`src/alu_fault_pkg.sv`:
```
// ALU fault tracker shared package: opcodes, class indices, payload structs, CSR map
package alu_fault_pkg;

  //////////////////////////////
  // Sizes
  //////////////////////////////
  localparam int unsigned NUM_CLASSES    = 9;
  localparam int unsigned CNT_WIDTH      = 32;
  localparam int unsigned CSR_ADDR_WIDTH = 12;

  // Operator codes, a subset per class
  // Codes not listed here fall in no class
  typedef enum logic [6:0] {
    // Comparison
    ALU_LTS   = 7'b0000000,
    ALU_LTU   = 7'b0000001,
    ALU_EQ    = 7'b0001100,
    ALU_NE    = 7'b0001101,
    // Min/max
    ALU_MIN   = 7'b0010000,
    ALU_MINU  = 7'b0010001,
    ALU_MAX   = 7'b0010010,
    ALU_MAXU  = 7'b0010011,
    // Abs/clip
    ALU_ABS   = 7'b0010100,
    ALU_CLIP  = 7'b0010110,
    ALU_CLIPU = 7'b0010111,
    // Logic
    ALU_AND   = 7'b0010101,
    ALU_OR    = 7'b0101110,
    ALU_XOR   = 7'b0101111,
    // Add/shift
    ALU_ADD   = 7'b0011000,
    ALU_SUB   = 7'b0011001,
    ALU_SRA   = 7'b0100100,
    ALU_SLL   = 7'b0100111,
    // Bit manipulation
    ALU_BEXT  = 7'b0101000,
    ALU_BINS  = 7'b0101010,
    ALU_BCLR  = 7'b0101011,
    ALU_BSET  = 7'b0101100,
    // Bit counting
    ALU_CNT   = 7'b0110100,
    ALU_CLB   = 7'b0110101,
    ALU_FF1   = 7'b0110110,
    ALU_FL1   = 7'b0110111,
    // Shuffle
    ALU_INS   = 7'b0101101,
    ALU_PCKLO = 7'b0111000,
    ALU_SHUF  = 7'b0111010,
    ALU_EXT   = 7'b0111111,
    // Div/rem
    ALU_DIVU  = 7'b0110000,
    ALU_DIV   = 7'b0110001,
    ALU_REMU  = 7'b0110010,
    ALU_REM   = 7'b0110011
  } alu_op_t;

  // Class index, also bit position in the class mask
  typedef enum logic [3:0] {
    CLASS_ADD   = 4'd0,
    CLASS_LOGIC = 4'd1,
    CLASS_BMAN  = 4'd2,
    CLASS_BCNT  = 4'd3,
    CLASS_SHUF  = 4'd4,
    CLASS_CMP   = 4'd5,
    CLASS_ABS   = 4'd6,
    CLASS_MMAX  = 4'd7,
    CLASS_DIV   = 4'd8
  } op_class_e;

  typedef logic [NUM_CLASSES-1:0] class_mask_t;
  typedef logic [CNT_WIDTH-1:0]   cnt_t;

  //////////////////////////////
  // Payload structs
  //////////////////////////////
  // One ALU, one cycle
  typedef struct packed {
    logic    enable;
    alu_op_t op;
    logic    error;
  } alu_obs_t;

  // CSR access
  typedef struct packed {
    logic [CSR_ADDR_WIDTH-1:0] addr;
    logic                      re;
    logic                      we;
    cnt_t                      wdata;
  } csr_req_t;

  // Counter of ALU a, class c at base + 4*c + a
  localparam logic [CSR_ADDR_WIDTH-1:0] CSR_CNT_BASE = 12'h7C0;
  localparam logic [CSR_ADDR_WIDTH-1:0] CSR_FMAP_LO  = CSR_CNT_BASE + 12'd36;
  localparam logic [CSR_ADDR_WIDTH-1:0] CSR_FMAP_HI  = CSR_CNT_BASE + 12'd37;

  // At or below this a clean op clears the counter
  localparam cnt_t FLOOR = 32'd2;

endpackage

```
`src/fault_csr_bank.sv`:
```
// CSR bank for the fault tracker: address decode, read mux, write strobes, fault-map packing
`timescale 1ns/1ps

module fault_csr_bank
  import alu_fault_pkg::*;
#(
  parameter int unsigned NUM_ALUS = 4
) (
  input  csr_req_t                               csr_req_i,
  input  cnt_t [NUM_ALUS-1:0][NUM_CLASSES-1:0]   counts_i,
  input  class_mask_t [NUM_ALUS-1:0]             faulty_i,
  output cnt_t                                   csr_rdata_o,
  output class_mask_t [NUM_ALUS-1:0]             cnt_we_o,
  output cnt_t                                   cnt_wdata_o,
  output class_mask_t [NUM_ALUS-1:0]             flag_set_o
);

  // Counter window is 4 ALU slots per class
  localparam logic [CSR_ADDR_WIDTH-1:0] CNT_SPAN = CSR_ADDR_WIDTH'(4 * NUM_CLASSES);

  logic [CSR_ADDR_WIDTH-1:0] offset;
  logic [1:0]                alu_idx;
  logic [3:0]                cls_idx;
  logic                      cnt_hit;
  logic                      lo_hit;
  logic                      hi_hit;
  logic                      wr_en;
  cnt_t                      fmap_lo;
  cnt_t                      fmap_hi;

  //////////////////////////////
  // Address decode
  //////////////////////////////
  // Below base wraps high, so one compare covers both ends
  assign offset  = csr_req_i.addr - CSR_CNT_BASE;
  assign alu_idx = offset[1:0];
  assign cls_idx = offset[5:2];
  assign cnt_hit = (offset < CNT_SPAN) && (32'(alu_idx) < NUM_ALUS);
  assign lo_hit  = (csr_req_i.addr == CSR_FMAP_LO);
  assign hi_hit  = (csr_req_i.addr == CSR_FMAP_HI);

  // Read wins over write
  assign wr_en = csr_req_i.we & ~csr_req_i.re;

  //////////////////////////////
  // Fault map packing
  //////////////////////////////
  always_comb begin
    fmap_lo = '0;
    fmap_hi = '0;
    for (int a = 0; a < NUM_ALUS; a++) begin
      // Classes 0..7 interleaved by ALU
      for (int c = 0; c < NUM_CLASSES - 1; c++) begin
        fmap_lo[4*c + a] = faulty_i[a][c];
      end
      // Div/rem in the low nibble
      fmap_hi[a] = faulty_i[a][CLASS_DIV];
    end
  end

  // Read mux, zero when idle or unmapped
  always_comb begin
    csr_rdata_o = '0;
    if (csr_req_i.re) begin
      if (cnt_hit) begin
        csr_rdata_o = counts_i[alu_idx][cls_idx];
      end else if (lo_hit) begin
        csr_rdata_o = fmap_lo;
      end else if (hi_hit) begin
        csr_rdata_o = fmap_hi;
      end
    end
  end

  //////////////////////////////
  // Write strobes
  //////////////////////////////
  always_comb begin
    cnt_we_o   = '0;
    flag_set_o = '0;
    if (wr_en && cnt_hit) begin
      cnt_we_o[alu_idx][cls_idx] = 1'b1;
    end
    for (int a = 0; a < NUM_ALUS; a++) begin
      // Map writes only set flags, zeros are ignored
      for (int c = 0; c < NUM_CLASSES - 1; c++) begin
        flag_set_o[a][c] = wr_en & lo_hit & csr_req_i.wdata[4*c + a];
      end
      flag_set_o[a][CLASS_DIV] = wr_en & hi_hit & csr_req_i.wdata[a];
    end
  end

  // Shared by every counter, the strobe picks one
  assign cnt_wdata_o = csr_req_i.wdata;

endmodule

```
`config.mk`:
```
export PLATFORM = sky130hd
export DESIGN_NAME = fault_csr_bank
export DESIGN_NICKNAME = d
export VERILOG_FILES = /design/src/alu_fault_pkg.sv /design/src/fault_csr_bank.sv
export SDC_FILE = /design/constraint.sdc
export NUM_CORES = 1
export LEC_CHECK = 0
export ABC_AREA = 1
export BUFFER_PORTS_ARGS = -buffer_cell sky130_fd_sc_hd__buf_4
export CORE_AREA = 2 2 532 534
export DETAILED_ROUTE_END_ITERATION = 8
export DIE_AREA = 0 0 534 536
export GPL_ROUTABILITY_DRIVEN = 0
export PLACE_DENSITY_LB_ADDON = 0.3
export SYNTH_ARGS = -nofsm -noshare
export SYNTH_HDL_FRONTEND = slang
export SYNTH_SLANG_ARGS = --single-unit
```
`constraint.sdc`:
```
create_clock -name vclk -period 1.5
set_input_delay 0.075 -clock vclk [all_inputs]
set_output_delay 0.075 -clock vclk [all_outputs]
set_load 0.01 [all_outputs]
```
==> results.cfg, run 1 <==
[critical_path]
critPathTopFamily = buffers and inverters
setup.worst_path.start_class = primary input
slowest_delay_ns = 0.31
cells_along_the_critical_path = buf_16 -> inv_16 -> nand2_8 -> buf_16 -> buf_12 -> bufbuf_16 -> nor2_1 -> nor2_1 -> nand2_1 -> nand2_1 -> nand3_1 -> nor2_2 -> nand2_2 -> a21oi_2 -> buf_6
cp.required_ns = 1.42
endpoint_kind = primary output
critical_path_class = in2out
critical_path_arrival_ns = 2.23
crit_fanout = 16
critPathSlowestCell = sky130_fd_sc_hd__bufbuf_16
worst-path-buf-inv = 6

[outcome]
failed_checks = setup timing
status = finished with violations

[pwr]
vdd_ir_drop_max_mv = 0.0746
leakage_power_total_nw = 18.4
totalPowerFinal_mw = 9.57
power.density_nw_per_um2 = 275

[route]
drtIter0Drc = 1888
vias_per_cell = 3.16
routed_wire_length_per_instance_um = 31.3
drtAntennaViolNets = 0
routed_wirelength_um = 277000
detail_route.drc_violations = 0
vias = 28000
drt_pre_antenna_iters = 6

[layout]
sequential_cell_total = 0
fillCellCount = 33500
seqCellArea_um2 = 0
fin_area_um2 = 34800
layout.core_utilization_pct = 12.4
post_route_cells_drive_above_1_share_pct = 43.8
num-clock-buffers = 0
finalNetCount = 6242
multi_input_comb_area_um2 = 12500
area_delta_synth_final_pct = 160
layoutNonFillerInstCount = 8834

[die]
floorplan.initialDensity_pct = 4.77
chipWidth_um = 534
ioPinCount = 1370
row_count = 195
die_area_um2 = 286000
core_area_um2 = 281000
die_height_um = 536

[timing]
final_min_period_over_clock_period_pct = 154
period_minus_slack_ns = 2.31
fmax_mhz = 433
finalHoldViolations = 0
grt_setup_unrepaired = yes
slew_violations = 0
tightestPinTransition_ns = 0.497
setup_violations = 104
final.hold.worst_slack_ns = 0.357
final.setup.tns_ns = -53.06
min_setup_slack_post_route_ns = -0.809
relSlewSlack_pct = 66.7

[placement]
post-place-ws_ns = -1.97
post_dp_cell_area_um2 = 31100
detailed_place_hpwl_um = 252000
post-place-cells = 8642
port_buffers = 1370

[global_routing]
maximum_number_of_pins_on_one_net_before_global_route_repair = 58
grt-ovfl-total = 0
antenna_found_initial = 245
grt.total_usage_pct = 18.3
grt_pass1_vias = 27600
first_pass_grt_wire_length_um = 331000

[logic_synthesis]
synth_largest_type_area_fraction_pct = 40.2
synth.area.top_cells = sky130_fd_sc_hd__nand2_1 (40%), sky130_fd_sc_hd__nor2_1 (32%), sky130_fd_sc_hd__inv_1 (9.2%)
synthesis.nets = 4612
post_synth_inst_count = 3378
netlist-cell-type-count = 26
syn_area_per_cell_um2 = 3.96
ys_warn_count = 0
seq_area_frac_synth_pct = 0
netlist.top_cell.by_area = sky130_fd_sc_hd__nand2_1
syn_area_um2 = 13400

[hold_path]
min_path_type = in2out

[cts]
cts_hold_repair.buffers = 0

[job]
max_cap_viol_count = 0
==> layout make-up <==
cell class | count | share of cell area, %
repair buffers | 1851 | 46.3
diodes | 85 | 0.611
multi-input cells | 2817 | 35.9
inverters | 338 | 3.76
well taps | 3743 | 13.5
==> layer usage <==
metal  wire length (um)  up-vias  global-route usage [%]
li1                   -    13300                       -
met1             109000    12700                    21.1
met2             128000     1437                    30.7
met3              31900      363                    8.95
met4               6260      178                    2.96
met5               1100        -                       0
==> final timing paths <==
path	start	endpoint	slack, ns	cells after the start
worst max-delay path	csr_req_i[35]	csr_rdata_o[14]	-0.81	15
worst min-delay path	csr_req_i[12]	cnt_wdata_o[12]	0.36	2
==> cells in the mapped netlist (all sizes together), types with 2 or more instances <==
library cell	n
a21oi	54
buf	148
clkbuf	76
clkinv	5
inv	333
mux2i	2
nand2	1438
nand3	36
nand4	38
nor2	1148
o21ai	62
o21bai	16
o22ai	16
or2	4
==> layout by cell type (no fill, tap or decap), types with 5 or more instances in the layout <==
cell	Yosys	layout
sky130_fd_sc_hd__nand3_2	0	19
sky130_fd_sc_hd__nand3_1	36	10
sky130_fd_sc_hd__nand2_1	1435	1332
sky130_fd_sc_hd__buf_12	0	90
sky130_fd_sc_hd__buf_8	0	17
sky130_fd_sc_hd__diode_2	0	85
sky130_fd_sc_hd__o21ai_2	0	14
sky130_fd_sc_hd__o21ai_1	29	25
sky130_fd_sc_hd__nor2_4	1	35
sky130_fd_sc_hd__a21oi_4	0	11
sky130_fd_sc_hd__nand4_1	38	38
sky130_fd_sc_hd__a21oi_1	54	17
sky130_fd_sc_hd__nor2_2	4	103
sky130_fd_sc_hd__buf_16	0	18
sky130_fd_sc_hd__buf_6	0	85
sky130_fd_sc_hd__nand2_4	1	17
sky130_fd_sc_hd__o21bai_1	16	14
sky130_fd_sc_hd__nand2_8	0	7
sky130_fd_sc_hd__nor2_1	1143	1010
sky130_fd_sc_hd__clkbuf_16	0	7
sky130_fd_sc_hd__buf_4	36	1628
sky130_fd_sc_hd__nand3_4	0	7
sky130_fd_sc_hd__o21ai_4	0	5
sky130_fd_sc_hd__nand2_2	2	83
sky130_fd_sc_hd__a21oi_2	0	26
sky130_fd_sc_hd__o22ai_1	16	14
sky130_fd_sc_hd__bufbuf_16	0	6
sky130_fd_sc_hd__inv_1	329	326
sky130_fd_sc_hd__o21ai_0	33	18
==> repair_timing <==
action,in CTS,in global routing
pin swaps,97,114
setup buffers,71,25
gates cloned,15,7
endpoints found under the setup margin,104,104
resized for setup,426,162
==> where the power goes <==
group	internal, mW	switching, mW
combinational	4.49	5.08
clock	0.00000716	0
sequential	0	0
total	4.49	5.08
==> kinds of logic (layout without fill, tap and decap cells) <==
group | Yosys count | in the layout | synth area share (%)
buffers and inverters | 562 | 2189 | 17.7
AND/OR/NAND/NOR | 2666 | 2667 | 76.2
AO/OA/AOI/OAI | 148 | 148 | 5.98
other | 0 | 85 | 0
multiplexers | 2 | 2 | 0.150
Power figures use the tool's default switching activity.
==> run 2: changes to the inputs <==
Settings changed: SETUP_SLACK_MARGIN set to 0.4.
==> run 2 against run 1 <==
  * The flow still finishes with violations (setup timing)
  * Die area stayed put
  * Wire length is 5.7% lower
  * Sequential share of layout area stayed put
  * Via count is 0.43% lower
  * Fmax is 1.5% lower
  * Count of clock-buffer cells in the layout stayed put
  * Cell count is 0.52% higher
  * Hold slack better by 0.0015 ns
  * Critical path type unchanged
  * Largest cell class unchanged
==> results.cfg, run 2 (synthesized netlist as in run 1, its figures left out) <==
[route]
vias_per_cell = 3.13
routed_wire_length_per_instance_um = 29.4
drtIter0Drc = 1747
routed_wirelength_um = 261000
vias = 27800
drtAntennaViolNets = 0
drt_pre_antenna_iters = 5
detail_route.drc_violations = 0

[timing]
relSlewSlack_pct = 59.5
period_minus_slack_ns = 2.34
grt_setup_unrepaired = yes
tightestPinTransition_ns = 0.606
finalHoldViolations = 0
fmax_mhz = 427
final_min_period_over_clock_period_pct = 156
min_setup_slack_post_route_ns = -0.845
slew_violations = 0
setup_violations = 104

[layout]
area_delta_synth_final_pct = 174
layout.core_utilization_pct = 13.0
seqCellArea_um2 = 0
final_common_cell = sky130_fd_sc_hd__buf_4
layoutNonFillerInstCount = 8880
finalNetCount = 6321
layout.cells.most_common_list = sky130_fd_sc_hd__buf_4 (1,616), sky130_fd_sc_hd__nand2_1 (1,311), sky130_fd_sc_hd__nor2_1 (945)
sequential_cell_total = 0
post_route_cells_drive_above_1_share_pct = 46.6
num-clock-buffers = 0

[critical_path]
cp.required_ns = 1.42
endpoint_kind = primary output
slowest_delay_ns = 0.22
cells_along_the_critical_path = buf_12 -> buf_12 -> nand2_8 -> buf_16 -> buf_16 -> buf_6 -> buf_6 -> nor2_2 -> nor2_1 -> nand2_1 -> nand2_1 -> nand2_1 -> inv_2 -> nand2_2 -> nor2_4 -> buf_6 -> nand2_4 -> a21oi_2 -> buf_4
crit_fanout = 8
setup.worst_path.start_class = primary input
worst-path-buf-inv = 9
critPathTopFamily = buffers and inverters
critPathSlowestCell = sky130_fd_sc_hd__buf_16
critical_path_arrival_ns = 2.27
cp_num_cells = 19
critical_path_class = in2out

[global_routing]
maximum_number_of_pins_on_one_net_before_global_route_repair = 49
antenna_found_initial = 197
grt_pass1_vias = 28100
grt.total_usage_pct = 17.3
grt-ovfl-total = 0
first_pass_grt_wire_length_um = 316000

[placement]
post-place-ws_ns = -1.80
post-place-cells = 8715
port_buffers = 1370
detailed_place_hpwl_um = 236000

[die]
chipWidth_um = 534
core_area_um2 = 281000
ioPinCount = 1370
floorplan.initialDensity_pct = 4.77
row_count = 195
die_height_um = 536
die_area_um2 = 286000

[hold_path]
min_path_type = in2out
worst_hold_startpoint = csr_req_i[2]
min_delay_worst_endpoint = cnt_wdata_o[2]
worst_hold_path.num_cells = 2

[outcome]
status = finished with violations
failed_checks = setup timing

[pwr]
leakage_power_total_nw = 19.1
power.density_nw_per_um2 = 273
vdd_ir_drop_max_mv = 0.0742

[cts]
cts_hold_repair.buffers = 0

[job]
max_cap_viol_count = 0
==> run 2: how the worst max path moves through the flow <==
| stage | start | to | slack, ns |
|---|---|---|---|
| global route | csr_req_i[35] | csr_rdata_o[22] | -0.98 |
| CTS | csr_req_i[35] | csr_rdata_o[27] | -0.90 |
| finish | csr_req_i[35] | csr_rdata_o[7] | -0.84 |
| global placement | csr_req_i[34] | csr_rdata_o[2] | -1.80 |
| floorplan | csr_req_i[34] | csr_rdata_o[10] | 0.22 |
| detailed placement | csr_req_i[34] | csr_rdata_o[2] | -1.80 |
==> run 2: metal layers <==
layer  vias up  global-route usage [%]  part of all wire (%)
met5         -                       0                  0.35
met4       134                    1.93                   1.8
met3       319                    7.39                    11
met2      1449                    30.0                    47
met1     12500                    20.1                    40
li1      13400                       -                     -
==> run 2: final cells by class <==
type	instances	area [um2]
inverters	338	1320
diodes	52	130
repair buffers	1930	17300
fillers	33400	244000
well taps	3743	4680
multi-input cells	2817	13100
==> run 2: stage by stage <==
step / total power [mW] / cell area [um2] / hold WS [ns] / setup TNS, ns
2_1_floorplan: 2.72 / 14300 / 0.237 / 0
4_1_cts: 9.99 / 35300 / 0.361 / -59.46
5_1_grt: 10.8 / 36500 / 0.370 / -62.09
6_report: 9.99 / 36600 / 0.358 / -53.36
3_5_place_dp: 9.07 / 32500 / 0.361 / -69.55
3_3_place_gp: 9.11 / 32500 / 0.361 / -71.82
==> run 2: repair_timing <==
item / CTS / global route
setup endpoints to repair: 104 / 104
gates resized for setup: 478 / 215
endpoints found under the hold margin: 0 / 0
cloned: 13 / 7
buffers inserted: 70 / 23
pin swaps: 143 / 168
==> run 2: power by group <==
group	switching, mW	leakage [nW]	internal (mW)	total [mW]
combinational	5.20	19.1	4.79	9.99
clock	0	0.000334	0.00000451	0.00000451
sequential	0	0	0	0
total	5.20	19.1	4.79	9.99
==> run 3: changes to the inputs <==
Settings changed: GPL_TIMING_DRIVEN set to 0, MAX_ROUTING_LAYER set to met4.
==> run 3 against run 2 <==
  * The flow still finishes with violations (setup timing)
  * Cell area shrank 6.1%
  * Fmax shrank 5.4%
  * Cell count shrank 1.8%
  * Count of clock-buffer cells in the layout is the same
  * Non-clock buffer count shrank 229
  * Critical path type unchanged
  * Critical endpoint is now csr_rdata_o[1]
==> results.cfg, run 3 (synthesized netlist as in run 1, its figures left out) <==
[outcome]
status = finished with violations
failed_checks = setup timing

[pwr]
p_seq_share_pct = 0
comb_power_share_pct = 100.0
vdd_ir_drop_max_mv = 0.142
power.density_nw_per_um2 = 282
net_sw_power_mw = 5.60
power.switching_fraction_pct = 57.9
power.internal_mw = 4.08
leakage_power_total_nw = 17.5
clock_power_share_pct = 0

[timing]
grt_setup_unrepaired = yes
min_setup_slack_post_route_ns = -0.979
setup_violations = 104
period_minus_slack_ns = 2.48
slew_violations = 0
relSlewSlack_pct = 23.6
final.hold.worst_slack_ns = 0.446
fmax_mhz = 403
finalHoldViolations = 0
tightestPinTransition_ns = 1.15
final.setup.tns_ns = -51.00
final_min_period_over_clock_period_pct = 165

[route]
routed_wire_length_per_instance_um = 32.5
routed_wirelength_um = 284000
drtIter0Drc = 1841
drt_pre_antenna_iters = 6
detail_route.drc_violations = 0
drtAntennaViolNets = 0
vias_per_cell = 3.16
vias = 27600

[layout]
sequential_cell_total = 0
post_route_cells_drive_above_1_share_pct = 44.5
num-clock-buffers = 0
layoutNonFillerInstCount = 8723
seqCellArea_um2 = 0
finalNetCount = 6095
area_delta_synth_final_pct = 157
final_common_cell = sky130_fd_sc_hd__buf_4
layout.cells.most_common_list = sky130_fd_sc_hd__buf_4 (1,404), sky130_fd_sc_hd__nand2_1 (1,313), sky130_fd_sc_hd__nor2_1 (914)

[cts]
cts_hold_repair.buffers = 0

[critical_path]
cp.required_ns = 1.42
crit_end = csr_rdata_o[1]
timing.critical_path.from = csr_req_i[34]
critical_path_arrival_ns = 2.40
crit_fanout = 7
endpoint_kind = primary output
setup.worst_path.start_class = primary input
critical_path_class = in2out

[placement]
port_buffers = 1367
detailed_place_hpwl_um = 257000
post-place-cells = 8492

[die]
die_height_um = 536
floorplan.initialDensity_pct = 4.77
die_area_um2 = 286000
row_count = 195
core_area_um2 = 281000
ioPinCount = 1370
chipWidth_um = 534

[hold_path]
min_path_type = in2out

[job]
max_cap_viol_count = 0

[global_routing]
grt.total_usage_pct = 19.3
grt-ovfl-total = 0
first_pass_grt_wire_length_um = 334000
maximum_number_of_pins_on_one_net_before_global_route_repair = 12
grt_pass1_vias = 26400
antenna_found_initial = 236
run 3: changes by cell type in the layout (fill, tap and decap cells not counted), sizes merged:
cell,change
clkbuf,+70
nand2,+2
diode,+69
clkinv,-1
inv,-1
buf,-299
clkinvlp,+3
run 3: worst min-delay path by stage:
stage / from / to / slack, ns / depth (start not counted)
floorplan: csr_req_i[19] / flag_set_o[31] / 0.24 / 2
global placement: csr_req_i[2] / cnt_wdata_o[2] / 0.44 / 3
detailed placement: csr_req_i[2] / cnt_wdata_o[2] / 0.44 / 3
CTS: csr_req_i[2] / cnt_wdata_o[2] / 0.44 / 3
global route: csr_req_i[2] / cnt_wdata_o[2] / 0.45 / 3
finish: csr_req_i[2] / cnt_wdata_o[2] / 0.45 / 3
run 3: layout make-up:
cell class / count / area (um2)
inverters: 338 / 1340
repair inverters: 1 / 8.76
plain buffers: 224 / 2410
repair buffers: 1477 / 12000
fillers: 33500 / 246000
multi-input cells: 2819 / 13600
well taps: 3743 / 4680
diodes: 121 / 303
run 3: power by group through the flow:
| stage | clock network, mW | logic, mW | registers, mW |
|---|---|---|---|
| after global routing | 0.00000933 | 10.3 | 0 |
| final | 0.0000101 | 9.69 | 0 |
| after detailed placement | 0 | 8.59 | 0 |
| after floorplan | 0 | 2.72 | 0 |
| after global placement | 0 | 8.56 | 0 |
| after CTS | 0 | 9.63 | 0 |
run 3: layer usage:
| metal | up-vias | share of wire [%] | GRT usage [%] |
|---|---|---|---|
| li1 | 13000 | - | - |
| met1 | 12600 | 42 | 22.6 |
| met2 | 1668 | 46 | 31.8 |
| met3 | 268 | 9.2 | 6.99 |
| met4 | 0 | 2.7 | 3.48 |
| met5 | - | 0 | - |
run 3: through the flow:
step	instance area (um2)	power [mW]	util, %	setup slack [ns]
global route	34300	10.3	12.2	-0.949
finish	34400	9.69	12.2	-0.979
global placement	29200	8.56	10.4	-3.38
detailed placement	29300	8.59	10.4	-3.39
CTS	32700	9.63	11.6	-1.01
floorplan	14300	2.72	-	0.218
run 3: critical path, cell delays in order:
cell and delay, ns:
sky130_fd_sc_hd__buf_16 0.14, sky130_fd_sc_hd__buf_12 0.12, sky130_fd_sc_hd__nand2_8 0.12, sky130_fd_sc_hd__buf_6 0.16, sky130_fd_sc_hd__buf_12 0.12, sky130_fd_sc_hd__clkinv_8 0.07, sky130_fd_sc_hd__buf_16 0.11, sky130_fd_sc_hd__buf_8 0.12
sky130_fd_sc_hd__nand2_2 0.08, sky130_fd_sc_hd__nand4_1 0.20, sky130_fd_sc_hd__a21oi_2 0.12, sky130_fd_sc_hd__nor2_4 0.34, sky130_fd_sc_hd__nand3_4 0.23, sky130_fd_sc_hd__a21oi_2 0.20, sky130_fd_sc_hd__buf_4 0.14
run 3: what timing repair did:
item,in CTS,in global routing
pin swaps,102,119
setup buffers,66,31
setup endpoints to repair,104,104
gates cloned,7,6
gates resized for setup,656,253
